$ cat src/hdl/icache_pkg.sv
/*
 * icache shared definitions
 * geometry, address field types, channel structs and controller states
 */
package icache_pkg;

    localparam int ADDR_W     = 32;
    localparam int DATA_W     = 32;
    localparam int WAYS       = 4;
    localparam int SETS       = 64;
    localparam int LINE_WORDS = 4;
    localparam int OFFSET_W   = 4;                          // byte offset in a line
    localparam int INDEX_W    = 6;
    localparam int TAG_W      = ADDR_W - INDEX_W - OFFSET_W; // 22

    localparam logic [2:0] ARPROT_INSN = 3'b100; // unprivileged, secure, instruction

    typedef logic [ADDR_W-1:0]       addr_t;
    typedef logic [DATA_W-1:0]       word_t;
    typedef logic [TAG_W-1:0]        tag_t;
    typedef logic [INDEX_W-1:0]      index_t;
    typedef logic [$clog2(WAYS)-1:0] way_t;
    typedef logic [WAYS-1:0]         way_mask_t;
    typedef word_t [LINE_WORDS-1:0]  line_t;   // word 0 in the low bits

    typedef struct packed {
        logic valid;
        tag_t tag;
    } tagv_t;

    typedef struct packed {
        addr_t addr;
        logic  cacheable;
    } cpu_req_t;

    typedef struct packed {
        addr_t      araddr;
        logic [2:0] arprot;
    } ar_chan_t;

    typedef struct packed {
        word_t      rdata;
        logic [1:0] rresp;
    } r_chan_t;

    typedef struct packed {
        addr_t addr;
        logic  line;   // 1 = four-word line, 0 = single word
    } fetch_cmd_t;

    typedef enum logic [2:0] {
        LOOKUP,
        MISS_FETCH,
        FILL_WRITE,
        UNCACHED_FETCH,
        UNCACHED_DONE
    } ctrl_state_t;

endpackage

$ cat src/hdl/icache_axi_reader.sv
/*
 * icache AXI4-Lite read master
 * one AR then one R per beat, four beats for a line or one for a word
 * beats come back in ascending address order
 */
`timescale 1ns/1ps

module icache_axi_reader
    import icache_pkg::*;
(
    input  logic       clk,
    input  logic       rst_n,
    input  fetch_cmd_t cmd,
    input  logic       cmd_valid,
    output logic       busy,
    output ar_chan_t   ar,
    output logic       arvalid,
    input  logic       arready,
    input  r_chan_t    r,
    input  logic       rvalid,
    output logic       rready,
    output word_t      beat_data,
    output logic       beat_valid,
    output logic       beat_last
);

    typedef enum logic [1:0] {
        RD_IDLE,
        RD_ADDR,
        RD_DATA
    } rd_state_t;

    typedef logic [$clog2(LINE_WORDS)-1:0] beat_cnt_t;

    rd_state_t state_q;
    beat_cnt_t beat_cnt_q;
    beat_cnt_t last_cnt_q;   // index of the final beat
    addr_t     addr_q;

    always_ff @(posedge clk or negedge rst_n) begin
        if (!rst_n) begin
            state_q    <= RD_IDLE;
            beat_cnt_q <= '0;
            last_cnt_q <= '0;
        end else begin
            case (state_q)
                RD_IDLE: begin
                    if (cmd_valid) begin
                        state_q    <= RD_ADDR;
                        beat_cnt_q <= '0;
                        last_cnt_q <= cmd.line ? beat_cnt_t'(LINE_WORDS - 1) : '0;
                    end
                end
                RD_ADDR: begin
                    if (arready) begin
                        state_q <= RD_DATA;
                    end
                end
                RD_DATA: begin
                    if (rvalid) begin
                        if (beat_last) begin
                            state_q <= RD_IDLE;
                        end else begin
                            state_q    <= RD_ADDR; // next word of the line
                            beat_cnt_q <= beat_cnt_q + 1'b1;
                        end
                    end
                end
                default: state_q <= RD_IDLE;
            endcase
        end
    end

    // fetch address, steps one word per beat
    always_ff @(posedge clk) begin
        if (state_q == RD_IDLE && cmd_valid) begin
            addr_q <= cmd.addr;
        end else if (state_q == RD_DATA && rvalid) begin
            addr_q <= addr_q + ADDR_W'(4);
        end
    end

    assign busy       = (state_q != RD_IDLE);
    assign arvalid    = (state_q == RD_ADDR);
    assign ar.araddr  = addr_q;
    assign ar.arprot  = ARPROT_INSN;
    assign rready     = 1'b1;
    assign beat_data  = r.rdata;
    assign beat_valid = (state_q == RD_DATA) && rvalid;
    assign beat_last  = beat_valid && (beat_cnt_q == last_cnt_q);

    a_ar_hold: assert property (@(posedge clk) disable iff (!rst_n)
        arvalid && !arready |=> arvalid && $stable(ar))
        else $error("AR dropped or changed before arready");

    a_cmd_when_idle: assert property (@(posedge clk) disable iff (!rst_n)
        cmd_valid |-> !busy)
        else $error("fetch command while reader busy");

endmodule

$ cat config.mk
export PLATFORM = sky130hd
export DESIGN_NAME = icache_axi_reader
export DESIGN_NICKNAME = d
export VERILOG_FILES = /design/src/hdl/icache_pkg.sv /design/src/hdl/icache_axi_reader.sv
export SDC_FILE = /design/constraint.sdc
export NUM_CORES = 1
export LEC_CHECK = 0
export BUFFER_PORTS_ARGS = -buffer_cell sky130_fd_sc_hd__clkbuf_2
export CAP_MARGIN = 40
export CORE_MARGIN = 10
export CORE_UTILIZATION = 40
export DETAILED_ROUTE_END_ITERATION = 12
export GPL_ROUTABILITY_DRIVEN = 0
export GPL_TIMING_DRIVEN = 0
export HOLD_SLACK_MARGIN = 0.02
export PLACE_DENSITY = 0.85
export SKIP_CTS_REPAIR_TIMING = 1
export SLEW_MARGIN = 20
export SYNTH_ARGS = -nofsm -noshare
export SYNTH_HDL_FRONTEND = slang
export SYNTH_SLANG_ARGS = --single-unit
export TNS_END_PERCENT = 5
$ cat constraint.sdc
create_clock -name clk -period 2.1 [get_ports clk]
set_input_delay 0.21 -clock clk [delete_from_list [all_inputs] [get_ports clk]]
set_output_delay 0.21 -clock clk [all_outputs]
set_load 0.01 [all_outputs]
==> results.yml, run 1 <==
grt:
  grt_max_degree: 31
  grt_pass1_vias: 2304
  grt_pass1_wl_microns: 11300
  grt-ovfl-total: 0
  antenna_found_initial: 0
  grt_usage: 0.143
cts:
  clkTransAtPathRegs_ps: 70
  clock_latency_ps: 280
  clockBufferDepth: 2
  cts_buffers: 5
  root_buffer: "clkbuf_8"
  cts_tree: "done"
  cts-htree-levels: 2
  cts_sinks: 37
route:
  wl_per_cell_microns: 15.9
  drc: 0
  vias: 2187
  vias_per_cell: 4.88
  dr.pass1.iters: 4
  detail-route-antenna-nets: 0
  wl_microns: 7120
  initialDrtViolationCount: 78
logic_synthesis:
  syn_area_sq_mm: 0.00240
  yosysTopAreaCell: "edfxtp_1"
  syn_inst: 253
  synth-seq-cells: 37
  yosys_warnings: 0
  seq_area_frac_synth: 0.453
  avgSynthCellArea_sq_um: 9.47
  synth_top_area_share: 0.401
  yosys.cell_types.count: 34
  synth_area_leaders: "edfxtp_1, buf_4, xor2_1, nand2_1, dfrtp_1"
sta:
  slew_headroom: 0.628
  finalSetupViolCount: 0
  period_minus_slack_ps: 1990
  hold_ws_ps: 148
  slew_violations: 0
  tightest_slew_ps: 559
  clock_skew_ps: 7.76
  setup_tns_ps: 0
  max_freq_mhz: 501
  finalHoldViolations: 0
  setup_ws_ps: 106
  rsz0062_at_grt: "true"
  period_share: 0.950
cells_and_area:
  drive_above_1_share: 0.450
  final_area_sq_mm: 0.00317
  diodes: 0
  area_growth_pct: 32.4
  layout_commonest_cell: "clkbuf_2"
  nNetsFinal: 446
  final_cell_mix: "clkbuf_2, nand2_1, buf_4"
  fillers: 557
  final_util: 0.542
power:
  pwr_density_cell_mw_per_mm2: 1170
  p_leak_nw: 1.39
  max-vdd-ir-drop_mv: 0.601
floorplanning:
  io_pins: 144
  row_count: 28
  die-height_microns: 97.4
  core_area_sq_mm: 0.00585
  die_x_microns: 97.4
  die-area_sq_mm: 0.00949
  initial_core_util: 0.410
critical_path:
  crit_chain: "nand3_2 > nor4_1 > nand4_1 > xor2_1 > o21ai_1"
  cp_data_arrival_time_ps: 2020
  crit_fanout: 9
  crit_path_end_kind: "flip-flop"
  slowest_delay_ps: 530
  worst_path_max_delay_cell: "nor4_1"
  cp.required_ps: 2120
  start_kind: "flip-flop"
  critPathKind: "flip-flop to flip-flop"
placement:
  post_dp_cell_area_sq_mm: 0.00304
  pre_cts_slack_ps: -253
  numPortBuffers: 105
  hpwl_microns: 5670
job:
  max_cap_viol_count: 0
min_path:
  hp-class: "input pin to flip-flop"
outcome:
  status: "completed"
[critical path: cells and delay by family, from the launching register on]
family | cells | cell delay [ps]
compound gates | 1 | 80
flops | 1 | 500
simple gates | 3 | 980
xor+xnor | 1 | 180
[stage by stage]
stage	power, mW	cells
final	3.71	448
after global routing	3.99	448
after CTS	3.69	443
after detailed placement	3.22	436
after global placement	3.14	435
after floorplan	2.56	255
[report_power, final]
part	internal [mW]	switching, mW	total (mW)
combinational	0.656	0.932	1.59
sequential	1.28	0.372	1.65
clock	0.224	0.241	0.465
[layout make-up]
class                   count  area [sq um]  share of cell area
plain buffers              43           299              0.0942
clock buffers               6          72.6              0.0229
clock inverters             1          3.75             0.00118
inverters                   7          30.0             0.00946
multi-input cells         168          1010               0.317
flip-flops and latches     37          1090               0.342
well taps                  75          93.8              0.0296
repair buffers            110           573               0.181
repair inverters            1          7.51             0.00237
[sequential cells by signal (all words and copies together) (netlist names)]
name and cells:
state_q 2, addr_q 32, beat_cnt_q 2, last_cnt_q 1
[cell usage after synthesis, drive strengths merged]
library cell and number:
nand2 40, buf 38, edfxtp 32, o21ai 31
xor2 17, nand3 12, nand4 11, xnor2 11
nor2 8, nor3 8, inv 7, clkbuf 5
dfrtp 5, and2 4, nor4 4, a21oi 3
or2 3, and3 2, conb 2, mux2 2
nand2b 2, ha 1, nand3b 1, nor2b 1
o31ai 1, or3 1, or4 1
[cells by family after synthesis]
logic type                 count (synthesis)  synth area share
and+or+nand+nor                           98             0.216
buffers and inverters                     50             0.135
muxes                                      2           0.00940
AOI/OAI and AO/OA                         35            0.0757
other                                      2           0.00313
xor gates and xnor gates                  28             0.102
DFF                                       37             0.453
adders and majority gates                  1           0.00522
[per-layer routing]
| metal | wire length, microns | track usage | vias to the layer above |
|---|---|---|---|
| met5 | 0 | 0 | - |
| met2 | 3630 | 0.256 | 91 |
| met1 | 2930 | 0.158 | 1011 |
| met4 | 61 | 0.0336 | 0 |
| li1 | - | - | 1077 |
| met3 | 494 | 0.0491 | 8 |
[final timing paths]
path                          startpoint            end  slack [ps]  cells past startpoint
max                           addr_q[10]     addr_q[31]         110                      5
min                               rvalid     state_q[1]         150                      2
max reg2reg                   addr_q[10]     addr_q[31]         110                      5
min reg2reg                beat_cnt_q[0]  beat_cnt_q[0]         570                      1
max in group asynchronous          rst_n  last_cnt_q[0]        1680                      2
min in group asynchronous          rst_n     state_q[0]         290                      2
Note: power is estimated with default switching activity, not from simulation.
==> inputs of run 2 (changes only) <==
--- a/config.mk
+++ b/config.mk
@@ -5,15 +5,16 @@
 export SDC_FILE = /design/constraint.sdc
 export NUM_CORES = 1
 export LEC_CHECK = 0
-export BUFFER_PORTS_ARGS = -buffer_cell sky130_fd_sc_hd__clkbuf_2
 export CAP_MARGIN = 40
 export CORE_MARGIN = 10
-export CORE_UTILIZATION = 40
+export CORE_UTILIZATION = 55
+export CTS_CLUSTER_SIZE = 40
 export DETAILED_ROUTE_END_ITERATION = 12
+export DONT_BUFFER_PORTS = 1
 export GPL_ROUTABILITY_DRIVEN = 0
 export GPL_TIMING_DRIVEN = 0
 export HOLD_SLACK_MARGIN = 0.02
-export PLACE_DENSITY = 0.85
+export PLACE_DENSITY = 0.8
 export SKIP_CTS_REPAIR_TIMING = 1
 export SLEW_MARGIN = 20
 export SYNTH_ARGS = -nofsm -noshare
==> run 2 against run 1 <==
Global-route usage rose by 1.4 points; critical path type unchanged; cell area fell by 15%; clock skew rose by 6.3 ps; largest power group unchanged.
==> results.yml, run 2 (synthesis results as in run 1) <==
sta:
  max_freq_mhz: 490
  hold_ws_ps: 38.0
  slew_violations: 0
  slew_headroom: 0.630
  period_share: 0.971
  rsz0062_at_grt: "true"
  finalHoldViolations: 0
  setup_ws_ps: 60.4
  period_minus_slack_ps: 2040
  tightest_slew_ps: 554
  clock_skew_ps: 14.1
  finalSetupViolCount: 0
route:
  vias_per_cell: 5.78
  wl_microns: 6480
  initialDrtViolationCount: 125
  dr.pass1.iters: 4
  drc: 0
  vias: 1843
  wl_per_cell_microns: 20.3
  detail-route-antenna-nets: 0
power:
  max-vdd-ir-drop_mv: 0.814
  total_power_mw: 3.74
  p_leak_nw: 0.988
  pwr_density_cell_mw_per_mm2: 1380
grt:
  grt_usage: 0.157
  grt_pass1_vias: 1901
  antenna_found_initial: 0
  grt_max_degree: 31
  grt_pass1_wl_microns: 9480
  grt-ovfl-total: 0
floorplanning:
  core_area_sq_mm: 0.00412
  die-height_microns: 86.0
  initial_core_util: 0.582
  row_count: 23
  die-area_sq_mm: 0.00740
  io_pins: 144
  die_x_microns: 86.0
cells_and_area:
  area_growth_pct: 12.8
  drive_above_1_share: 0.257
  largest_reg_flops: 32
  fillers: 336
  layout_commonest_cell: "buf_4"
  largest-register: "addr_q"
  nNetsFinal: 341
  largestRegisters: "addr_q x32, beat_cnt_q x2, state_q x2"
  final_cell_mix: "buf_4, nand2_1, edfxtp_1"
  diodes: 0
placement:
  pre_cts_slack_ps: -223
  numPortBuffers: 0
  hpwl_microns: 5150
critical_path:
  worst_path_max_delay_cell: "edfxtp_1"
  crit_fanout: 6
  critPathKind: "flip-flop to flip-flop"
  regToRegSetupSlack_ps: 60
  crit_family: "simple AND/OR/NAND/NOR gates"
  cp.required_ps: 2130
  cp_data_arrival_time_ps: 2070
  cpMostUsedCell: "nand4_1"
  critical_path_buf_inv_count: 0
  start_kind: "flip-flop"
  crit_chain: "ha_4 > nand4_1 > nor3_4 > nand4_1 > xor2_1 > o21ai_1"
  slowest_delay_ps: 530
  crit_path_end_kind: "flip-flop"
outcome:
  status: "completed"
cts:
  cts-htree-levels: 2
  clock_latency_ps: 290
  cts_sinks: 37
  cts_buffers: 5
  clkTransAtPathRegs_ps: 70
  cts_tree: "done"
  clockBufferDepth: 2
  root_buffer: "clkbuf_8"
min_path:
  hp-class: "input pin to flip-flop"
job:
  max_cap_viol_count: 0
==> run 2: per-stage QoR <==
stage	instances	area, sq um	utilization	setup TNS [ps]
after floorplan	255	2410	-	0
after global placement	305	2470	0.600	-4880
after detailed placement	306	2480	0.603	-6220
after CTS	314	2610	0.635	-6290
after global routing	319	2700	0.657	-135
final	319	2700	0.657	0
==> run 2: cell type report <==
class                   instances  area, sq um  area share
repair buffers                  5         42.5      0.0157
clock inverters                 3         65.1      0.0241
well taps                      50         62.6      0.0231
multi-input cells             168         1040       0.385
clock buffers                   5         68.8      0.0255
plain buffers                  43          300       0.111
repair inverters                1         7.51     0.00278
inverters                       7         30.0      0.0111
flip-flops and latches         37         1090       0.402
==> run 2: where the power goes <==
group	internal (mW)	leakage (nW)	switching, mW	total (mW)
clock	0.472	0.0681	0.264	0.736
combinational	0.468	0.551	0.674	1.14
sequential	1.29	0.369	0.572	1.86
==> run 2: routing by layer <==
metal	GRT usage	up-vias	part of all wire
li1	-	865	-
met1	0.158	855	0.35
met2	0.273	113	0.50
met3	0.0918	10	0.14
met4	0.0344	0	0.0068
met5	0	-	0
==> run 2: path summary, 6_finish.rpt <==
kind / start / to / cells past startpoint
min: rvalid / state_q[1] / 1
min in group asynchronous: rst_n / last_cnt_q[0] / 1
max in group asynchronous: rst_n / beat_cnt_q[1] / 1
max: addr_q[2] / addr_q[28] / 6
max reg2reg: addr_q[2] / addr_q[28] / 6
min reg2reg: beat_cnt_q[0] / beat_cnt_q[0] / 1
