**src/hdl/icache_pkg.sv**
```systemverilog
/*
 * icache shared definitions
 * geometry, address field types, channel structs and controller states
 */
package icache_pkg;

    localparam int ADDR_W     = 32;
    localparam int DATA_W     = 32;
    localparam int WAYS       = 4;
    localparam int SETS       = 64;
    localparam int LINE_WORDS = 4;
    localparam int OFFSET_W   = 4;                          // byte offset in a line
    localparam int INDEX_W    = 6;
    localparam int TAG_W      = ADDR_W - INDEX_W - OFFSET_W; // 22

    localparam logic [2:0] ARPROT_INSN = 3'b100; // unprivileged, secure, instruction

    typedef logic [ADDR_W-1:0]       addr_t;
    typedef logic [DATA_W-1:0]       word_t;
    typedef logic [TAG_W-1:0]        tag_t;
    typedef logic [INDEX_W-1:0]      index_t;
    typedef logic [$clog2(WAYS)-1:0] way_t;
    typedef logic [WAYS-1:0]         way_mask_t;
    typedef word_t [LINE_WORDS-1:0]  line_t;   // word 0 in the low bits

    typedef struct packed {
        logic valid;
        tag_t tag;
    } tagv_t;

    typedef struct packed {
        addr_t addr;
        logic  cacheable;
    } cpu_req_t;

    typedef struct packed {
        addr_t      araddr;
        logic [2:0] arprot;
    } ar_chan_t;

    typedef struct packed {
        word_t      rdata;
        logic [1:0] rresp;
    } r_chan_t;

    typedef struct packed {
        addr_t addr;
        logic  line;   // 1 = four-word line, 0 = single word
    } fetch_cmd_t;

    typedef enum logic [2:0] {
        LOOKUP,
        MISS_FETCH,
        FILL_WRITE,
        UNCACHED_FETCH,
        UNCACHED_DONE
    } ctrl_state_t;

endpackage

```
**src/hdl/icache_plru.sv**
```systemverilog
/*
 * icache tree pseudo-LRU
 * one 3-bit tree per set, bit 0 is the root
 * bit 1 picks inside ways 0/1, bit 2 inside ways 2/3
 */
`timescale 1ns/1ps

module icache_plru
    import icache_pkg::*;
(
    input  logic   clk,
    input  logic   rst_n,
    input  logic   update,
    input  index_t upd_index,
    input  way_t   upd_way,
    input  index_t query_index,
    output way_t   victim
);

    logic [SETS-1:0][2:0] tree_q;
    logic [2:0]           tree_next;
    logic [2:0]           tree_query;

    // point every node on the accessed path away from it
    always_comb begin
        tree_next    = tree_q[upd_index];
        tree_next[0] = ~upd_way[1];
        if (!upd_way[1]) begin
            tree_next[1] = ~upd_way[0];
        end else begin
            tree_next[2] = ~upd_way[0];
        end
    end

    always_ff @(posedge clk or negedge rst_n) begin
        if (!rst_n) begin
            tree_q <= '0;
        end else if (update) begin
            tree_q[upd_index] <= tree_next;
        end
    end

    // walk from the root
    assign tree_query = tree_q[query_index];
    assign victim[1]  = tree_query[0];
    assign victim[0]  = tree_query[0] ? tree_query[2] : tree_query[1];

    a_upd_way_known: assert property (@(posedge clk) disable iff (!rst_n)
        update |-> !$isunknown(upd_way))
        else $error("plru update with unknown way");

endmodule

```
**config.mk**
```make
export PLATFORM = sky130hd
export DESIGN_NAME = icache_plru
export DESIGN_NICKNAME = d
export VERILOG_FILES = /design/src/hdl/icache_pkg.sv /design/src/hdl/icache_plru.sv
export SDC_FILE = /design/constraint.sdc
export NUM_CORES = 1
export LEC_CHECK = 0
export BUFFER_PORTS_ARGS = -buffer_cell sky130_fd_sc_hd__buf_2
export CAP_MARGIN = 5
export CORE_MARGIN = 3
export CORE_UTILIZATION = 30
export DETAILED_ROUTE_END_ITERATION = 10
export PLACE_DENSITY = 0.44
export SYNTH_ARGS = -nofsm -noshare
export SYNTH_HDL_FRONTEND = slang
export SYNTH_SLANG_ARGS = --single-unit
```
**constraint.sdc**
```tcl
create_clock -name clk -period 1.93 [get_ports clk]
set_input_delay 0.0965 -clock clk [delete_from_list [all_inputs] [get_ports clk]]
set_output_delay 0.0965 -clock clk [all_outputs]
set_load 0.005 [all_outputs]
```
==> results.md, run 1 <==
* Wire per inst at 22.8 um
* Final weighted congestion in routability-driven placement at 0.870
* Sink Count at 192
* Final net count at 1156
* Actual slew at the worst max-slew pin at 0.696 ns
* PD cells at 823 nW/um^2
* Wire length on met3 at 1200 um
* Synth Register Bits at 192
* Tightest hold margin at 0.195 ns
* First-pass GRT wire length at 54800 um
* Clock Path Buffers at 2
* Final routed DRC violation total at 0
* Start-to-end type of the worst setup path: reg -> out
* Highest Clock Rate at 372 MHz
* Final worst-path cycle share at 139%
* Die boundary height at 192 um
* CTS H-Tree Depth at 4
* Via density per instance at 5.13
* CTS tree: done
* Routed Antenna Nets at 0
* Unrepaired setup endpoints after global routing: yes
* Outcome: finished with violations
* Area growth syn-to-layout at 33.3%
* Metal1 wirelength at 17500 um
* Initial detailed-routing violation count at 612
* Total nets after synthesis at 928
* Crit-path max FO at 2
* Type of the tightest min-delay check: in -> async
* Post-Layout Cell Count at 1600
* Largest net degree at the start of global routing at 64
* Minimum period implied by the final worst setup slack at 2.69 ns
* First drt pass iteration count at 5
* Via count of the first global-routing pass at 8319
* Number of distinct library cells after synthesis at 52
* WP data required at 1.83 ns
* Root Buffer Master: sky130_fd_sc_hd__clkbuf_16
* Share of synthesized area occupied by flip-flops and latches at 46.2%
* Final wirelength at 36500 um
* Lkg Pwr at 6.21 nW
* Count of final hold-check violations at 0
* Antenna diode count at 0
* Largest register FFs at 192
* Setup slack of the worst register-to-register path at -0.50 ns
* Launching element of the worst setup path: tree_q[94]
* Die area at 36900 um^2
* Async set-or-reset flop fraction in the synthesized netlist at 100%
* Chip width at 192 um
* Floorplan Core Area at 33900 um^2
* Total CTS buffers at 17
* Number of enable-type register cells in the synthesized netlist at 0
* Layout cell share with drive strength beyond 1 at 41.8%
* Clock-pin slew reported for the worst setup and hold paths after clock tree synthesis at 0.07 ns
* Starting density of the core at 30.7%
* Number of instances in the synthesized netlist at 911
* I/O pin count at 19
* Vias post-DR at 8205
* Global route total overflow at 0
* Number of synthesis warnings at 0
* Global-route usage over all layers at 20.3%
* Min setup slack post-route at -0.756 ns
* Inst Count DP at 1547
* Critical path capture point type: primary output
* Post-synthesis average cell area at 11.4 um^2
* Setup Viol. Count Final at 130
* # port buffers at 18
* Failing checks: negative setup slack
* Most flop-heavy register: tree_q
* Number of maximum-capacitance violations at 0
* Top flip-flop cell by instance count after synthesis: sky130_fd_sc_hd__dfrtp_1
* Registers with the highest flip-flop counts: tree_q: 192 flops
* Data arrival time at the worst-slack endpoint at 2.59 ns
* Clock Latency Late Sink at 0.45 ns
* Reg2Reg Depth at 10
* Setup slack at placement at -0.601 ns
* Worst clock skew at 0.00896 ns
* Reg-to-reg critical path startpoint: tree_q[82]
* Slew headroom at 53.6%
* Highest routed layer: met5
* Routed wire length on met2 at 17100 um
* Antenna violations before repair at 1
* DP Wirelength at 26000 um
* Row cnt at 67
* Final Max Slew Viols at 0
* Setup crit start kind: flip-flop
* Maximum VDD drop at 0.499 mV
* Area of the mapped netlist at 10400 um^2
==> stage by stage <==
stage	cell area [um^2]	util (%)	total power, mW	setup TNS, ns
after floorplan	10500	-	6.30	-9.74
after global placement	12800	37.7	7.44	-53.05
after detailed placement	12800	37.7	7.47	-53.07
after CTS	13700	40.6	11.4	-45.26
after global routing	13900	40.9	11.9	-57.16
final	13900	40.9	11.4	-51.04
==> placed cells by master, fill, tap and decap left out, drive strengths merged, types with 4 or more instances in the layout <==
cell      synthesis  routed
buf              41     265
dfrtp           192     192
nand2           163     163
mux2             96      96
nor2             68      68
mux4             57      57
o31ai            48      48
mux2i            43      43
o21ai            42      42
a21oi            34      34
clkbuf           21      25
a221oi           13      13
nand3b           10      10
a22oi             9       9
nor2b             8       8
nor3              7       7
inv               5       7
a221o             5       5
nand3             5       5
clkinvlp          0       4
a211oi            4       4
==> critical path, stage by stage, from the launching register on <==
cell and delay (ns):
sky130_fd_sc_hd__dfrtp_1 0.40, sky130_fd_sc_hd__mux4_2 0.50, sky130_fd_sc_hd__mux4_2 0.52, sky130_fd_sc_hd__a22oi_2 0.21, sky130_fd_sc_hd__o21ai_1 0.09, sky130_fd_sc_hd__mux2_4 0.31
sky130_fd_sc_hd__buf_6 0.12
==> cells in the mapped netlist (9+ instances only) <==
cell type                    n  share of area, %
sky130_fd_sc_hd__dfrtp_1   192                46
sky130_fd_sc_hd__nand2_1   163               5.9
sky130_fd_sc_hd__mux2_2     89               9.6
sky130_fd_sc_hd__nor2_1     68               2.5
sky130_fd_sc_hd__mux4_2     57                12
sky130_fd_sc_hd__o31ai_1    48               3.5
sky130_fd_sc_hd__mux2i_1    43               4.1
sky130_fd_sc_hd__o21ai_0    38               1.8
sky130_fd_sc_hd__a21oi_1    33               1.6
sky130_fd_sc_hd__clkbuf_1   21              0.76
sky130_fd_sc_hd__buf_2      17              0.82
sky130_fd_sc_hd__a221oi_1   13               1.1
sky130_fd_sc_hd__buf_6      11               1.2
sky130_fd_sc_hd__nand3b_1   10              0.72
sky130_fd_sc_hd__a22oi_1     9              0.65
==> metal layers <==
layer	up-vias	track usage, %
li1	3831	-
met1	4174	28.8
met2	159	32.6
met3	39	2.76
met4	2	5.38
met5	-	0
==> area by class of cell <==
cell class	instances	area, um^2
Fill cell	3282	20000
Multi-Input combinational cell	653	5400
Sequential cell	192	4800
Timing Repair Buffer	270	2460
Tap cell	448	561
Clock buffer	21	460
Clock inverter	11	155
Inverter	5	18.8
==> final timing paths <==
| kind | endpoint |
|---|---|
| setup / recovery | victim[0] |
| hold / removal | tree_q[51] |
| setup reg to reg | tree_q[172] |
| hold reg to reg | tree_q[90] |
| max in group asynchronous | tree_q[87] |
| min in group clk | tree_q[22] |
==> timing repair <==
item / 4_1_cts / 5_1_grt
cloned: 5 / 4
gates resized for setup: 31 / 20
endpoints found under the hold margin: 48 / 0
pin swaps: 4 / 6
setup buffers: 14 / 4
endpoints found under the setup margin: 130 / 130
hold buffers: 1 / 0
==> report_power, final <==
part	switching, mW	total (mW)	internal (mW)
Combinational	1.19	2.65	1.46
Sequential	0.385	4.97	4.58
Clock	1.66	3.78	2.12
Total	3.23	11.4	8.17
==> kinds of logic (layout without fill, tap and decap cells) <==
logic type             count (synthesis)  in the layout  synth area share, %
multiplexers                         196            196                 26.9
AND/OR/NAND/NOR                      278            278                 11.4
flip-flops                           192            192                 46.2
AO/OA/AOI/OAI                        178            179                 11.7
buffers and inverters                 67            307                 3.71
Note: power is estimated with default switching activity, not from simulation.
==> inputs of run 2 (changes only) <==
--- a/config.mk
+++ b/config.mk
@@ -11,6 +11,7 @@
 export CORE_UTILIZATION = 30
 export DETAILED_ROUTE_END_ITERATION = 10
 export PLACE_DENSITY = 0.44
+export SETUP_SLACK_MARGIN = 0.02
 export SYNTH_ARGS = -nofsm -noshare
 export SYNTH_HDL_FRONTEND = slang
 export SYNTH_SLANG_ARGS = --single-unit
==> run 2 against run 1 <==
The run still ends with negative setup slack left; hold slack worse by 0.12 ns; die area stayed put; cell area increased by 3.3%; via count is 1.8% higher; largest cell class unchanged.
==> results.md, run 2 (same netlist as run 1, synthesis figures left out) <==
* Type of the tightest min-delay check: in -> async
* PD cells at 822 nW/um^2
* I/O pin count at 19
* Via count of the first global-routing pass at 8475
* Most frequent cells in the layout: sky130_fd_sc_hd__buf_4 (205), sky130_fd_sc_hd__dfrtp_1 (192), sky130_fd_sc_hd__nand2_1 (163), sky130_fd_sc_hd__mux2_2 (71), sky130_fd_sc_hd__nor2_1 (67)
* Starting density of the core at 30.7%
* Clock Path Buffers at 2
* Area growth syn-to-layout at 37.7%
* Row cnt at 67
* Wire per inst at 23.2 um
* WP data required at 1.83 ns
* Crit-path max FO at 3
* Highest Clock Rate at 372 MHz
* # port buffers at 18
* Most flop-heavy register: tree_q
* Chip width at 192 um
* Number of inserted filler cells in the final layout at 3252
* Clock Latency Late Sink at 0.46 ns
* Final routed DRC violation total at 0
* First drt pass iteration count at 5
* Via density per instance at 5.26
* Final Max Slew Viols at 0
* Initial detailed-routing violation count at 584
* Setup slack at placement at -0.598 ns
* Setup crit start kind: flip-flop
* Worst reg2reg path endpoint: tree_q[34]
* Antenna diode count at 0
* Routed Antenna Nets at 0
* Min setup slack post-route at -0.757 ns
* Inst Count DP at 1531
* Outcome: finished with violations
* Setup Viol. Count Final at 130
* Global route total overflow at 0
* Reg2Reg Depth at 10
* Launching element of the worst setup path: tree_q[191]
* Layout cell share with drive strength beyond 1 at 45.0%
* Die area at 36900 um^2
* Final Util at 42.3%
* Global-route usage over all layers at 20.3%
* Actual slew at the worst max-slew pin at 1.32 ns
* Largest stage delay on the critical path at 0.53 ns
* Maximum VDD drop at 0.635 mV
* Slew headroom at 12.3%
* Final worst-path cycle share at 139%
* Most frequent standard cell in the layout excluding fill and tap cells: sky130_fd_sc_hd__buf_4
* Final weighted congestion in routability-driven placement at 0.859
* Data arrival time at the worst-slack endpoint at 2.59 ns
* Die boundary height at 192 um
* CTS H-Tree Depth at 4
* CP cell instances: mux4_2 > mux4_2 > a22oi_2 > o21ai_1 > mux2_4 > buf_6
* Worst clock skew at 0.0134 ns
* Clock-pin slew reported for the worst setup and hold paths after clock tree synthesis at 0.08 ns
* Unrepaired setup endpoints after global routing: yes
* Final wirelength at 36900 um
* DP Wirelength at 25400 um
* Failing checks: negative setup slack
* Final net count at 1144
* Largest register FFs at 192
* Critical path buffers and inverters at 1
* Lkg Pwr at 6.30 nW
* Largest net degree at the start of global routing at 94
* Antenna violations before repair at 0
* Minimum period implied by the final worst setup slack at 2.69 ns
* Total negative setup slack at -56.41 ns
* Registers with the highest flip-flop counts: tree_q: 192 flops
* Critical-path top delay cell: sky130_fd_sc_hd__mux4_2
* Critical path capture point type: primary output
* Start-to-end type of the worst setup path: reg -> out
* Vias post-DR at 8355
* Sink Count at 192
* Number of maximum-capacitance violations at 0
* Total CTS buffers at 17
* Root Buffer Master: sky130_fd_sc_hd__clkbuf_16
* Count of final hold-check violations at 0
* First-pass GRT wire length at 55100 um
* Total design power at 11.8 mW
* Top delay family on crit path: multiplexers
* Setup slack of the worst register-to-register path at -0.61 ns
* Cell repeated most along the worst path: sky130_fd_sc_hd__mux4_2
* Floorplan Core Area at 33900 um^2
* Post-Layout Cell Count at 1587
* CTS tree: done
* Reg-to-reg critical path startpoint: tree_q[34]
-- run 2: cell count changes in the layout (fill, tap and decap cells not counted), moves of 3 or more --
| cell | previous run | this run |
|---|---|---|
| sky130_fd_sc_hd__o31ai_1 | 44 | 0 |
| sky130_fd_sc_hd__buf_4 | 214 | 205 |
| sky130_fd_sc_hd__buf_12 | 24 | 21 |
| sky130_fd_sc_hd__o31ai_4 | 0 | 34 |
| sky130_fd_sc_hd__mux2_2 | 81 | 71 |
| sky130_fd_sc_hd__o31ai_2 | 4 | 14 |
| sky130_fd_sc_hd__mux2_4 | 11 | 21 |
| sky130_fd_sc_hd__clkinvlp_4 | 4 | 0 |
-- run 2: worst max path at each step --
stage	endpoint	slack (ns)	depth (start not counted)
2_1_floorplan	tree_q[8]	-0.14	7
3_3_place_gp	tree_q[142]	-0.54	10
3_5_place_dp	tree_q[139]	-0.60	9
4_1_cts	victim[0]	-0.77	6
5_1_grt	victim[0]	-0.82	6
6_report	victim[0]	-0.76	6
-- run 2: repair_timing --
item | in CTS | in global routing
hold endpoints to repair | 192 | 0
setup buffers | 16 | 3
gates cloned | 7 | 3
endpoints found under the setup margin | 130 | 135
pin swaps | 12 | 21
resized for setup | 60 | 82
hold buffers | 1 | 0
-- run 2: cell type report --
type                    instances  area [um^2]  area share [%]
clock buffers                  19          453            3.17
well taps                     448          561            3.92
multi-input cells             653         5940            41.5
repair buffers                258         2350            16.4
inverters                       5         18.8           0.131
flip-flops and latches        192         4800            33.6
clock inverters                12          183            1.28
-- run 2: metrics by stage --
| step | instance area, um^2 | hold slack (ns) |
|---|---|---|
| after global placement | 12500 | 0.0151 |
| after floorplan | 10500 | -0.199 |
| after detailed placement | 12500 | 0.0125 |
| final | 14300 | 0.0774 |
| after CTS | 13800 | 0.0728 |
| after global routing | 14300 | 0.0994 |
-- run 2: power breakdown --
| part | internal [mW] | switching [mW] | leakage (nW) |
|---|---|---|---|
| logic | 1.55 | 1.34 | 3.43 |
| registers | 4.58 | 0.375 | 2.55 |
| clock network | 2.24 | 1.68 | 0.314 |
| total | 8.38 | 3.39 | 6.30 |
-- run 2: layer usage --
metal	GRT usage [%]	vias up	routed length, um
met4	5.38	0	754
met5	0	-	0
met1	28.6	4324	17000
li1	-	3806	-
met2	31.9	183	17500
met3	4.03	42	1630
