<file path="src/hdl/icache_pkg.sv">
/*
 * icache shared definitions
 * geometry, address field types, channel structs and controller states
 */
package icache_pkg;

    localparam int ADDR_W     = 32;
    localparam int DATA_W     = 32;
    localparam int WAYS       = 4;
    localparam int SETS       = 64;
    localparam int LINE_WORDS = 4;
    localparam int OFFSET_W   = 4;                          // byte offset in a line
    localparam int INDEX_W    = 6;
    localparam int TAG_W      = ADDR_W - INDEX_W - OFFSET_W; // 22

    localparam logic [2:0] ARPROT_INSN = 3'b100; // unprivileged, secure, instruction

    typedef logic [ADDR_W-1:0]       addr_t;
    typedef logic [DATA_W-1:0]       word_t;
    typedef logic [TAG_W-1:0]        tag_t;
    typedef logic [INDEX_W-1:0]      index_t;
    typedef logic [$clog2(WAYS)-1:0] way_t;
    typedef logic [WAYS-1:0]         way_mask_t;
    typedef word_t [LINE_WORDS-1:0]  line_t;   // word 0 in the low bits

    typedef struct packed {
        logic valid;
        tag_t tag;
    } tagv_t;

    typedef struct packed {
        addr_t addr;
        logic  cacheable;
    } cpu_req_t;

    typedef struct packed {
        addr_t      araddr;
        logic [2:0] arprot;
    } ar_chan_t;

    typedef struct packed {
        word_t      rdata;
        logic [1:0] rresp;
    } r_chan_t;

    typedef struct packed {
        addr_t addr;
        logic  line;   // 1 = four-word line, 0 = single word
    } fetch_cmd_t;

    typedef enum logic [2:0] {
        LOOKUP,
        MISS_FETCH,
        FILL_WRITE,
        UNCACHED_FETCH,
        UNCACHED_DONE
    } ctrl_state_t;

endpackage

</file>
<file path="src/hdl/icache_ctrl.sv">
/*
 * icache controller
 * request register, tag compare and word select
 * miss refill into the victim way and uncached bypass
 */
`timescale 1ns/1ps

module icache_ctrl
    import icache_pkg::*;
(
    input  logic                  clk,
    input  logic                  rst_n,
    input  cpu_req_t              req,
    input  logic                  req_valid,
    output logic                  req_ready,
    output logic                  rsp_valid,
    output word_t                 rsp_data,
    output index_t                way_rd_index,
    output index_t                way_wr_index,
    output way_mask_t             way_we,
    output tag_t                  fill_tag,
    output line_t                 fill_line,
    input  tagv_t [WAYS-1:0]      way_tagv,
    input  line_t [WAYS-1:0]      way_line,
    output logic                  plru_update,
    output way_t                  plru_way,
    input  way_t                  plru_victim,
    output fetch_cmd_t            cmd,
    output logic                  cmd_valid,
    input  word_t                 beat_data,
    input  logic                  beat_valid,
    input  logic                  beat_last
);

    ctrl_state_t                   state_q;
    cpu_req_t                      req_q;
    logic                          req_q_valid;
    tag_t                          req_tag;
    index_t                        req_index;
    logic [$clog2(LINE_WORDS)-1:0] word_sel;
    logic [$clog2(LINE_WORDS)-1:0] fill_cnt_q;
    way_mask_t                     hit;
    way_t                          hit_way;
    way_t                          fill_way;
    way_t                          victim_q;
    line_t                         fill_line_q;
    logic                          lookup_hit;
    logic                          lookup_miss; // miss or uncached, leaves LOOKUP
    logic                          accept;

    assign req_tag   = req_q.addr[ADDR_W-1 -: TAG_W];
    assign req_index = req_q.addr[OFFSET_W +: INDEX_W];
    assign word_sel  = req_q.addr[OFFSET_W-1:2];

    always_comb begin
        hit     = '0;
        hit_way = '0;
        for (int w = 0; w < WAYS; w++) begin
            hit[w] = way_tagv[w].valid && (way_tagv[w].tag == req_tag);
            if (hit[w]) begin
                hit_way = way_t'(w);
            end
        end
    end

    // empty ways fill first, lowest number wins
    always_comb begin
        fill_way = plru_victim;
        for (int w = WAYS - 1; w >= 0; w--) begin
            if (!way_tagv[w].valid) begin
                fill_way = way_t'(w);
            end
        end
    end

    assign lookup_hit  = (state_q == LOOKUP) && req_q_valid && req_q.cacheable && (|hit);
    assign lookup_miss = (state_q == LOOKUP) && req_q_valid && !lookup_hit;
    assign req_ready   = (state_q == LOOKUP || state_q == UNCACHED_DONE) && !lookup_miss;
    assign accept      = req_valid && req_ready;

    // stalled: keep reading the pending set
    assign way_rd_index = req_ready ? req.addr[OFFSET_W +: INDEX_W] : req_index;
    assign way_wr_index = req_index;
    assign way_we       = (state_q == FILL_WRITE) ? way_mask_t'(1) << victim_q : '0;
    assign fill_tag     = req_tag;
    assign fill_line    = fill_line_q;

    assign plru_update = lookup_hit || (state_q == FILL_WRITE);
    assign plru_way    = (state_q == FILL_WRITE) ? victim_q : hit_way;

    assign cmd_valid = lookup_miss;
    assign cmd.line  = req_q.cacheable;
    assign cmd.addr  = req_q.cacheable ? {req_tag, req_index, OFFSET_W'(0)}
                                       : {req_q.addr[ADDR_W-1:2], 2'b00};

    always_ff @(posedge clk or negedge rst_n) begin
        if (!rst_n) begin
            state_q     <= LOOKUP;
            req_q_valid <= 1'b0;
            rsp_valid   <= 1'b0;
            fill_cnt_q  <= '0;
        end else begin
            req_q_valid <= accept;
            rsp_valid   <= lookup_hit || (state_q == FILL_WRITE)
                           || (state_q == UNCACHED_FETCH && beat_valid);
            if (state_q == MISS_FETCH && beat_valid) begin
                fill_cnt_q <= fill_cnt_q + 1'b1; // wraps after the last beat
            end
            case (state_q)
                LOOKUP: begin
                    if (lookup_miss) begin
                        state_q <= req_q.cacheable ? MISS_FETCH : UNCACHED_FETCH;
                    end
                end
                MISS_FETCH: begin
                    if (beat_valid && beat_last) begin
                        state_q <= FILL_WRITE;
                    end
                end
                FILL_WRITE:     state_q <= LOOKUP;
                UNCACHED_FETCH: begin
                    if (beat_valid) begin
                        state_q <= UNCACHED_DONE;
                    end
                end
                UNCACHED_DONE:  state_q <= LOOKUP;
                default:        state_q <= LOOKUP;
            endcase
        end
    end

    always_ff @(posedge clk) begin
        if (accept) begin
            req_q <= req;
        end
        if (lookup_miss) begin
            victim_q <= fill_way;
        end
        if (state_q == MISS_FETCH && beat_valid) begin
            fill_line_q[fill_cnt_q] <= beat_data;
        end
        if (lookup_hit) begin
            rsp_data <= way_line[hit_way][word_sel];
        end else if (state_q == FILL_WRITE) begin
            rsp_data <= fill_line_q[word_sel]; // requested word from the new line
        end else if (state_q == UNCACHED_FETCH && beat_valid) begin
            rsp_data <= beat_data;
        end
    end

    a_hit_onehot: assert property (@(posedge clk) disable iff (!rst_n)
        (state_q == LOOKUP) && req_q_valid |-> $onehot0(hit))
        else $error("tag matches in more than one way");

    a_no_rsp_in_fetch: assert property (@(posedge clk) disable iff (!rst_n)
        (state_q == MISS_FETCH) |-> !rsp_valid)
        else $error("response during line fetch");

endmodule

</file>
<file path="config.mk">
export PLATFORM = sky130hd
export DESIGN_NAME = icache_ctrl
export DESIGN_NICKNAME = d
export VERILOG_FILES = /design/src/hdl/icache_pkg.sv /design/src/hdl/icache_ctrl.sv
export SDC_FILE = /design/constraint.sdc
export NUM_CORES = 1
export LEC_CHECK = 0
export BUFFER_PORTS_ARGS = -buffer_cell sky130_fd_sc_hd__buf_2
export CAP_MARGIN = 20
export CORE_AREA = 2 2 354 356
export CTS_CLUSTER_SIZE = 10
export DETAILED_ROUTE_END_ITERATION = 8
export DIE_AREA = 0 0 356 358
export GPL_TIMING_DRIVEN = 0
export PLACE_DENSITY = 0.37
export SLEW_MARGIN = 20
export SYNTH_ARGS = -nofsm -noshare
export SYNTH_HDL_FRONTEND = slang
export SYNTH_SLANG_ARGS = --single-unit
</file>
<file path="constraint.sdc">
create_clock -name clk -period 8 [get_ports clk]
set_input_delay 1.6 -clock clk [delete_from_list [all_inputs] [get_ports clk]]
set_output_delay 1.6 -clock clk [all_outputs]
set_load 0.05 [all_outputs]
</file>
==> results of run 1 <==
==> worst paths after layout <==
kind	cells after the start	slack [ps]	from	to
max in group asynchronous	1	6930	rst_n	fill_cnt_q[1]
min in group asynchronous	1	900	rst_n	rsp_valid
min	1	480	state_q[2]	state_q[0]
min reg2reg	1	480	state_q[2]	state_q[0]
max reg2reg	11	2220	fill_tag[11]	rsp_data[30]
max	11	640	way_tagv[87]	plru_update
==> Yosys cell counts, types with 17 or more instances <==
library cell	number	area share, %
o21ai_0	109	3.9
a21oi_1	128	4.6
a211oi_1	113	6.1
mux2i_1	65	4.6
mux4_2	32	5.1
o32ai_1	32	2.0
nor3b_1	32	1.7
o22ai_1	32	1.4
nand2_1	26	0.70
nand4_1	29	1.3
buf_4	59	3.2
o31ai_1	17	0.91
edfxtp_1	193	41
a22oi_1	32	1.7
xnor2_1	75	4.7
and3_1	98	4.4
nor2_1	31	0.83
clkbuf_1	127	3.4
==> power breakdown <==
part	switching [mW]	internal (mW)	total [mW]
Clock	0.524	0.429	0.952
Combinational	2.06	0.831	2.89
Sequential	0.145	1.37	1.51
==> final cells by class <==
class                           instances  area [um^2]  share of cell area, %
Multi-Input combinational cell        962         7159                  32.90
Sequential cell                       200         5971                  27.44
Timing Repair Buffer                  930         4852                  22.30
Tap cell                             1637         2048                  9.413
Buffer                                198         1007                  4.629
Clock buffer                           17        425.4                  1.955
Clock inverter                         15        188.9                 0.8683
Antenna cell                           34        85.08                 0.3910
Inverter                                6        22.52                 0.1035
==> per-stage QoR <==
| step | setup WS (ps) | hold WS [ps] | total power, mW | setup TNS [ps] | util, % |
|---|---|---|---|---|---|
| after global placement | -1487 | 447.5 | 4.390 | -12030 | 16.70 |
| after CTS | 415.2 | 469.7 | 5.432 | 0 | 17.57 |
| after detailed placement | 419.7 | 458.1 | 4.448 | 0 | 17.08 |
| final | 643.1 | 478.6 | 5.352 | 0 | 17.65 |
| after floorplan | 1972 | 425.9 | 3.106 | 0 | - |
| after global routing | 438.2 | 504.6 | 5.552 | 0 | 17.58 |
==> registers in the layout, summed over array words and instances (netlist names) <==
signal        count
rsp_data         32
cmd               1
fill_cnt_q        2
req_q             2
victim_q          2
fill_line       128
rsp_valid         1
state_q           3
req_q_valid       1
fill_tag         22
way_wr_index      6
==> critical path: cells and delay by family <==
| family | cells | cell delay, ps |
|---|---|---|
| and+or+nand+nor | 4 | 1500 |
| buffers and inverters | 5 | 1850 |
| xor gates and xnor gates | 1 | 150 |
| AOI/OAI and AO/OA | 1 | 610 |
==> cell families (layout without fill, tap and decap cells) <==
kind of cell / Yosys count / count (layout) / share of synthesized area (%)
flops: 200 / 200 / 42.65
fa+ha+maj: 4 / 4 / 0.3575
buf+inv: 204 / 1166 / 7.140
mux: 103 / 103 / 10.44
other cells: 1 / 36 / 0.02678
xor+xnor: 90 / 90 / 5.630
simple gates: 273 / 273 / 11.60
compound gates: 490 / 490 / 22.16
==> per-layer routing <==
layer  vias to the layer above  track usage (%)  part of all wire [%]
met5                         -                0                  0.22
met4                        46            5.156                   2.6
met3                       188            4.855                   7.7
met2                       982            36.21                    46
met1                      8478            29.10                    43
li1                       7268                -                     -
==> run metrics, run 1 <==
Layout Nets=2,995; layout cell share with drive strength beyond 1=47.94%; Post-synth ARST share=3.500%; Slew Limit Fails=0; Crit path largest cell delay=810 ps; clk sinks=200; Final Cell Area=0.02176 mm^2; clock root cell=clkbuf_16; initial DRC count=1,500; critical path data arrival time=5760 ps; Worst setup SP type=input port; Finished Layout Cells=3,999; largest net degree at the start of global routing=33; core area=0.1233 mm^2; Yosys cell types=52; Critical Path Most Common Cell=buf_2; synthesized area=0.01400 mm^2; Avg WL per Cell=36.37 um; H-tree depth=4; # Post-CTS Setup Buffers=0; CTS resizes=0; TritonCTS clock tree=yes; EDFF count, synth=193; DP Wirelength=126,900 um; Synth Flop Type=edfxtp_1; first-pass GRT wire length=178,100 um; Req. time, crit path=6400 ps; Area growth, synth to finish=55.42%; cts hold-fix bufs=0; most common cell after layout, fill and taps aside=buf_2; Reg clk slew, reported paths=90 ps; DIE AREA=0.1274 mm^2; CP Max Fanout=10; post-synthesis sequential area ratio=42.65%; fmax=135.9 MHz; via count=16,960; commonest cells after routing, fill and taps aside=buf_2 (916), edfxtp_1 (193), a21oi_1 (128); pwr/cell area=246.0 mW/mm^2; minimum clock period=7357 ps; Fin. Hold Viols=0; Die Span Y=358 um; worst clock skew=30.54 ps; routed wire length=145,500 um; gr usage total=21.97%; VDD IR max=0.1316 mV; Top Ports=913; crit path cell chain=buf_2 -> xor2_1 -> or4b_1 -> or4_1 -> or2_1 -> buf_2 -> a41oi_2 -> clkbuf_1 -> buf_2 -> or2_1 -> buf_2; Avg Cell Area, Syn=10.26 um^2; post-route ant nets=0; GRT Residual Overflow=0; Crit. End Element=output pin; IO Port Bufs=908; initial antenna violation count=105; CTS Buf Count=17; Mapped Cells=1,365; Residual DRC=0; Slew @ Worst Pin=1212 ps; Worst Hold Class=flop to flop; RSZ-0062 raised after global routing=no; max-cap check violation count=0; placed instance count=3,933; first-pass detailed-route iteration total=5; Slew HR=19.21%; slowest stage cell, crit path=clkbuf_1; Die Width=356 um; Static Leak=9.246 nW; #FFs+latches synth=200; post-DR vias/cell=4.242; Std-Cell Rows=129; Bufs on Longest Clock Path=2; CP Class=input port to output pin; Final Cycle Share=91.96%; Clock Latency Late Sink=540 ps; RePlAce Congestion=0.8878; status=finished clean; YS warnings=0; Final setup viols=0; vias in the first global route=16,740; FILL cells=14,160; Initial Utilization=11.35%; Post-DP Area=0.02106 mm^2
Note: power is estimated with default switching activity, not from simulation.
==> run 2: changes to the inputs <==
--- a/config.mk
+++ b/config.mk
@@ -5,14 +5,14 @@
 export SDC_FILE = /design/constraint.sdc
 export NUM_CORES = 1
 export LEC_CHECK = 0
-export BUFFER_PORTS_ARGS = -buffer_cell sky130_fd_sc_hd__buf_2
 export CAP_MARGIN = 20
 export CORE_AREA = 2 2 354 356
 export CTS_CLUSTER_SIZE = 10
 export DETAILED_ROUTE_END_ITERATION = 8
 export DIE_AREA = 0 0 356 358
+export DONT_BUFFER_PORTS = 1
 export GPL_TIMING_DRIVEN = 0
-export PLACE_DENSITY = 0.37
+export PLACE_DENSITY = 0.31
 export SLEW_MARGIN = 20
 export SYNTH_ARGS = -nofsm -noshare
 export SYNTH_HDL_FRONTEND = slang
==> run 2 against run 1 <==
Compared with the run above:
- clock power is 3.0% higher
- sequential power up 27%
- power decreased by 4.4%
- routed wire length down 1.9%
- cell area is 21% lower
- worst setup slack improved by 260 ps
- die area unchanged
- fmax grew 3.6%
- clock skew is 9.1 ps lower
- sequential share of layout area grew 7.2 points
- global-route usage shrank 0.51 points
- critical endpoint unchanged
- largest power group unchanged
==> run metrics, run 2 (synthesis gave the netlist of run 1 again) <==
cts hold-fix bufs=0; slowest stage cell, crit path=clkbuf_1; Area growth, synth to finish=22.98%; core area=0.1233 mm^2; status=finished clean; # Post-CTS Setup Buffers=0; most common cell after layout, fill and taps aside=edfxtp_1; Residual DRC=0; first-pass GRT wire length=171,700 um; Slew @ Worst Pin=1271 ps; Slew HR=14.73%; via count=13,620; Final setup viols=0; DIE AREA=0.1274 mm^2; switch share=52.20%; worst clock skew=21.45 ps; pwr/cell area=297.1 mW/mm^2; P_int=2.446 mW; critical path data arrival time=5500 ps; RePlAce Congestion=0.9528; GRT Residual Overflow=0; clk sinks=200; Final Cycle Share=88.77%; gr usage total=21.46%; max reg flops=128; RSZ-0062 raised after global routing=no; max-cap check violation count=0; met2 Usage GRT=35.51%; vias in the first global route=13,780; post-DR vias/cell=4.412; first-pass detailed-route iteration total=5; Req. time, crit path=6400 ps; CP delay by family, top=simple AND/OR/NAND/NOR gates; Reg clk slew, reported paths=80 ps; total power=5.117 mW; Crit path largest cell delay=710 ps; DP Wirelength=123,300 um; Switching Power=2.671 mW; clock share of power=19.2%; Critical path buffers and inverters=3; TritonCTS clock tree=yes; largest net degree at the start of global routing=34; met1 usage=26.51%; fin worst setup slack=898.3 ps; Clock Latency Late Sink=530 ps; initial DRC count=1,323; CP Max Fanout=10; Crit. End Element=output pin; Combinational Power Share=43.4%; crit path cell chain=xor2_1 -> or4b_1 -> or4_1 -> or2_1 -> buf_2 -> a41oi_2 -> clkbuf_1 -> buf_2 -> or2_1; Die Width=356 um; VDD IR max=0.1314 mV; Avg WL per Cell=46.21 um; Fin. Hold Viols=0; layout cell share with drive strength beyond 1=14.83%; IO Port Bufs=0; CP Class=input port to output pin; CTS Buf Count=17; routed wire length=142,600 um; Top Ports=913; fmax=140.8 MHz; commonest cells after routing, fill and taps aside=edfxtp_1 (193), a21oi_1 (127), a211oi_1 (108); Worst setup SP type=input port; Initial Utilization=11.35%; post-route ant nets=0; Die Span Y=358 um; H-tree depth=4; Flop pwr share=37.4%; Layout Nets=2,090; clock root cell=clkbuf_16; GR peak layer=met2; CTS resizes=0; Slew Limit Fails=0; Bufs on Longest Clock Path=2; Worst Hold Class=flop to flop; Std-Cell Rows=129; Static Leak=5.686 nW; grt met3 use=7.695%; minimum clock period=7102 ps; Place WS=645.8 ps; initial antenna violation count=61
==> run 2: power by group through the flow <==
stage / registers [mW] / clock network [mW] / logic [mW]
3_3_place_gp: 1.95 / 0 / 2.18
5_1_grt: 1.93 / 1.03 / 2.33
2_1_floorplan: 1.80 / 0 / 1.30
4_1_cts: 1.92 / 1.01 / 2.25
3_5_place_dp: 1.94 / 0 / 2.25
6_report: 1.92 / 0.981 / 2.22
==> run 2: through the flow <==
stage | util [%] | hold WS [ps] | cells | cell area (um^2) | setup TNS (ps)
2_1_floorplan | - | 425.9 | 1366 | 14000 | 0
4_1_cts | 13.90 | 475.5 | 3060 | 17150 | 0
3_5_place_dp | 13.41 | 463.5 | 3028 | 16530 | 0
3_3_place_gp | 13.02 | 439.9 | 3003 | 16050 | -69330
6_report | 13.96 | 472.0 | 3087 | 17220 | 0
5_1_grt | 13.93 | 505.5 | 3068 | 17170 | 0
==> run 2: layout make-up <==
cell class                 count  area, um^2
fill                       14050      106100
multi-input combinational    962        7154
sequential                   200        5971
tap                         1637        2048
buffer                       198        1006
clock buffer                  17       425.4
timing repair buffer          25       335.3
clock inverter                15       188.9
antenna                       27       67.56
inverter                       6       22.52
==> run 2: worst reg2reg max path, stage by stage, from the launching register on <==
cell and delay [ps]:
edfxtp_1 550, clkbuf_1 260, xnor2_1 370, nand4_1 130, or4_1 470, nor4_4 540
or3_1 200, clkbuf_1 620, clkbuf_1 850, o32ai_1 300, a22oi_1 910, a21oi_1 240
==> run 2: path summary, 6_finish.rpt <==
path | from | to | slack (ps) | cells after the start
min in group asynchronous | rst_n | state_q[1] | 750 | 0
worst min register to register | state_q[2] | state_q[0] | 470 | 1
max in group asynchronous | rst_n | rsp_valid | 7160 | 0
worst max register to register | fill_tag[8] | rsp_data[15] | 2270 | 11
worst max-delay path | way_tagv[87] | plru_update | 900 | 9
worst min-delay path | state_q[2] | state_q[0] | 470 | 1
==> run 2: layer usage <==
metal	share of wire [%]	vias up
li1	-	5449
met1	41	7057
met2	48	917
met3	9.0	164
met4	2.0	34
met5	0.15	-
==> run 3: changes to the inputs <==
--- a/config.mk
+++ b/config.mk
@@ -7,6 +7,7 @@
 export LEC_CHECK = 0
 export CAP_MARGIN = 20
 export CORE_AREA = 2 2 354 356
+export CTS_BUF_LIST = sky130_fd_sc_hd__clkbuf_4 sky130_fd_sc_hd__clkbuf_8
 export CTS_CLUSTER_SIZE = 10
 export DETAILED_ROUTE_END_ITERATION = 8
 export DIE_AREA = 0 0 356 358
@@ -17,3 +18,4 @@
 export SYNTH_ARGS = -nofsm -noshare
 export SYNTH_HDL_FRONTEND = slang
 export SYNTH_SLANG_ARGS = --single-unit
+export TNS_END_PERCENT = 100
==> run 3 against run 2 <==
Compared with the run above:
- utilization decreased by 0.14 points
- power decreased by 4.1%
- first-iteration DRC count is 7.2% lower
- count of clock-buffer cells in the layout unchanged
- via count increased by 0.42%
- worst hold slack better by 10 ps
- fmax down 0.89%
- highest routed layer unchanged
- routed wire length about the same
- clock power shrank 21%
==> run metrics, run 3 (synthesis gave the netlist of run 1 again) <==
P_int=2.261 mW; Worst Hold Class=flop to flop; most common cell after layout, fill and taps aside=edfxtp_1; Die Width=356 um; Top Ports=913; max reg flops=128; Final Cycle Share=89.56%; FILL cells=14,070; # Post-CTS Setup Buffers=0; Area growth, synth to finish=21.78%; switch share=53.93%; fin worst setup slack=834.9 ps; Bufs on Longest Clock Path=2; Place WS=645.8 ps; CP delay by family, top=simple AND/OR/NAND/NOR gates; first-pass GRT wire length=171,700 um; Fin Setup TNS=0 ps; Slew HR=15.77%; clk sinks=200; Switching Power=2.647 mW; Std-Cell Rows=129; vias in the first global route=13,790; largest net degree at the start of global routing=34; Slew @ Worst Pin=1256 ps; Crit path largest cell delay=770 ps; total power=4.908 mW; initial DRC count=1,228; clock share of power=15.7%; first-pass detailed-route iteration total=6; Reg clk slew, reported paths=120 ps; gr usage total=21.45%; initial antenna violation count=61; Clock Latency Late Sink=640 ps; Crit. End Element=output pin; Initial Utilization=11.35%; register area=0.005971 mm^2; post-route ant nets=0; Worst setup SP type=input port; CTS resizes=0; area of the multi-input gates=0.007154 mm^2; DP Wirelength=123,300 um; pwr/cell area=287.8 mW/mm^2; Die Span Y=358 um; core area=0.1233 mm^2; routed wire length=142,700 um; Critical path buffers and inverters=3; post-DR vias/cell=4.418; Fin. Hold Viols=0; Flop pwr share=39.1%; Residual DRC=0; worst clock skew=29.98 ps; TritonCTS clock tree=yes; H-tree depth=4; Avg WL per Cell=46.10 um; CP Max Fanout=10; layout cell share with drive strength beyond 1=14.83%; commonest cells after routing, fill and taps aside=edfxtp_1 (193), a21oi_1 (127), a211oi_1 (108); CTS Buf Count=17; Slew Limit Fails=0; fmax=139.6 MHz; critical path data arrival time=5570 ps; via count=13,680; Layout Nets=2,090; cts hold-fix bufs=0; Final setup viols=0; CP Class=input port to output pin; slowest stage cell, crit path=clkbuf_1; RePlAce Congestion=0.9528; status=finished clean; minimum clock period=7165 ps; VDD IR max=0.1236 mV; Static Leak=5.599 nW; crit path cell chain=xor2_1 -> or4b_1 -> or4_1 -> or2_1 -> buf_2 -> a41oi_2 -> clkbuf_1 -> buf_2 -> or2_1; max-cap check violation count=0; DIE AREA=0.1274 mm^2; clock root cell=clkbuf_8; GRT Residual Overflow=0; RSZ-0062 raised after global routing=no; IO Port Bufs=0; Combinational Power Share=45.2%; Req. time, crit path=6400 ps
-- run 3: changes by cell type in the layout (fill, tap and decap cells not counted) --
cell and delta:
clkbuf_16 -17, diode_2 +9, clkbuf_8 +17
-- run 3: final cells by class --
| class | count | share of cell area [%] |
|---|---|---|
| flip-flops and latches | 200 | 35.02 |
| well taps | 1637 | 12.01 |
| plain buffers | 198 | 5.900 |
| multi-input cells | 962 | 41.96 |
| repair buffers | 25 | 1.967 |
| clock inverters | 15 | 1.108 |
| inverters | 6 | 0.1321 |
| clock buffers | 17 | 1.372 |
| diodes | 36 | 0.5284 |
-- run 3: power groups by stage --
stage	clock [mW]	combinational [mW]	sequential, mW
after floorplan	0	1.30	1.80
after global placement	0	2.18	1.95
after detailed placement	0	2.25	1.94
after CTS	0.802	2.25	1.92
after global routing	0.824	2.33	1.93
final	0.771	2.22	1.92
-- run 3: per-layer routing --
layer | vias to the layer above | track usage, % | part of all wire (%)
met5 | - | 0 | 0.15
met4 | 32 | 5.021 | 2.4
met3 | 178 | 7.639 | 9.0
met2 | 947 | 35.48 | 47
met1 | 7063 | 26.53 | 41
li1 | 5458 | - | -
-- run 3: final timing paths --
check | end | slack (ps) | from | cells past startpoint
worst max-delay path | plru_update | 830 | way_tagv[87] | 9
worst max register to register | rsp_data[5] | 2360 | fill_tag[8] | 11
max in group asynchronous | rsp_valid | 7270 | rst_n | 0
worst min-delay path | state_q[0] | 480 | state_q[2] | 1
min in group asynchronous | state_q[1] | 640 | rst_n | 0
worst min register to register | state_q[0] | 480 | state_q[2] | 1
-- run 3: metrics by stage --
step,cells,util (%),area [um^2],hold slack [ps]
2_1_floorplan,1366,-,14000,425.9
3_3_place_gp,3003,13.02,16050,439.9
3_5_place_dp,3028,13.41,16530,463.5
4_1_cts,3060,13.75,16950,481.0
5_1_grt,3070,13.77,16990,511.0
6_report,3096,13.83,17050,482.2
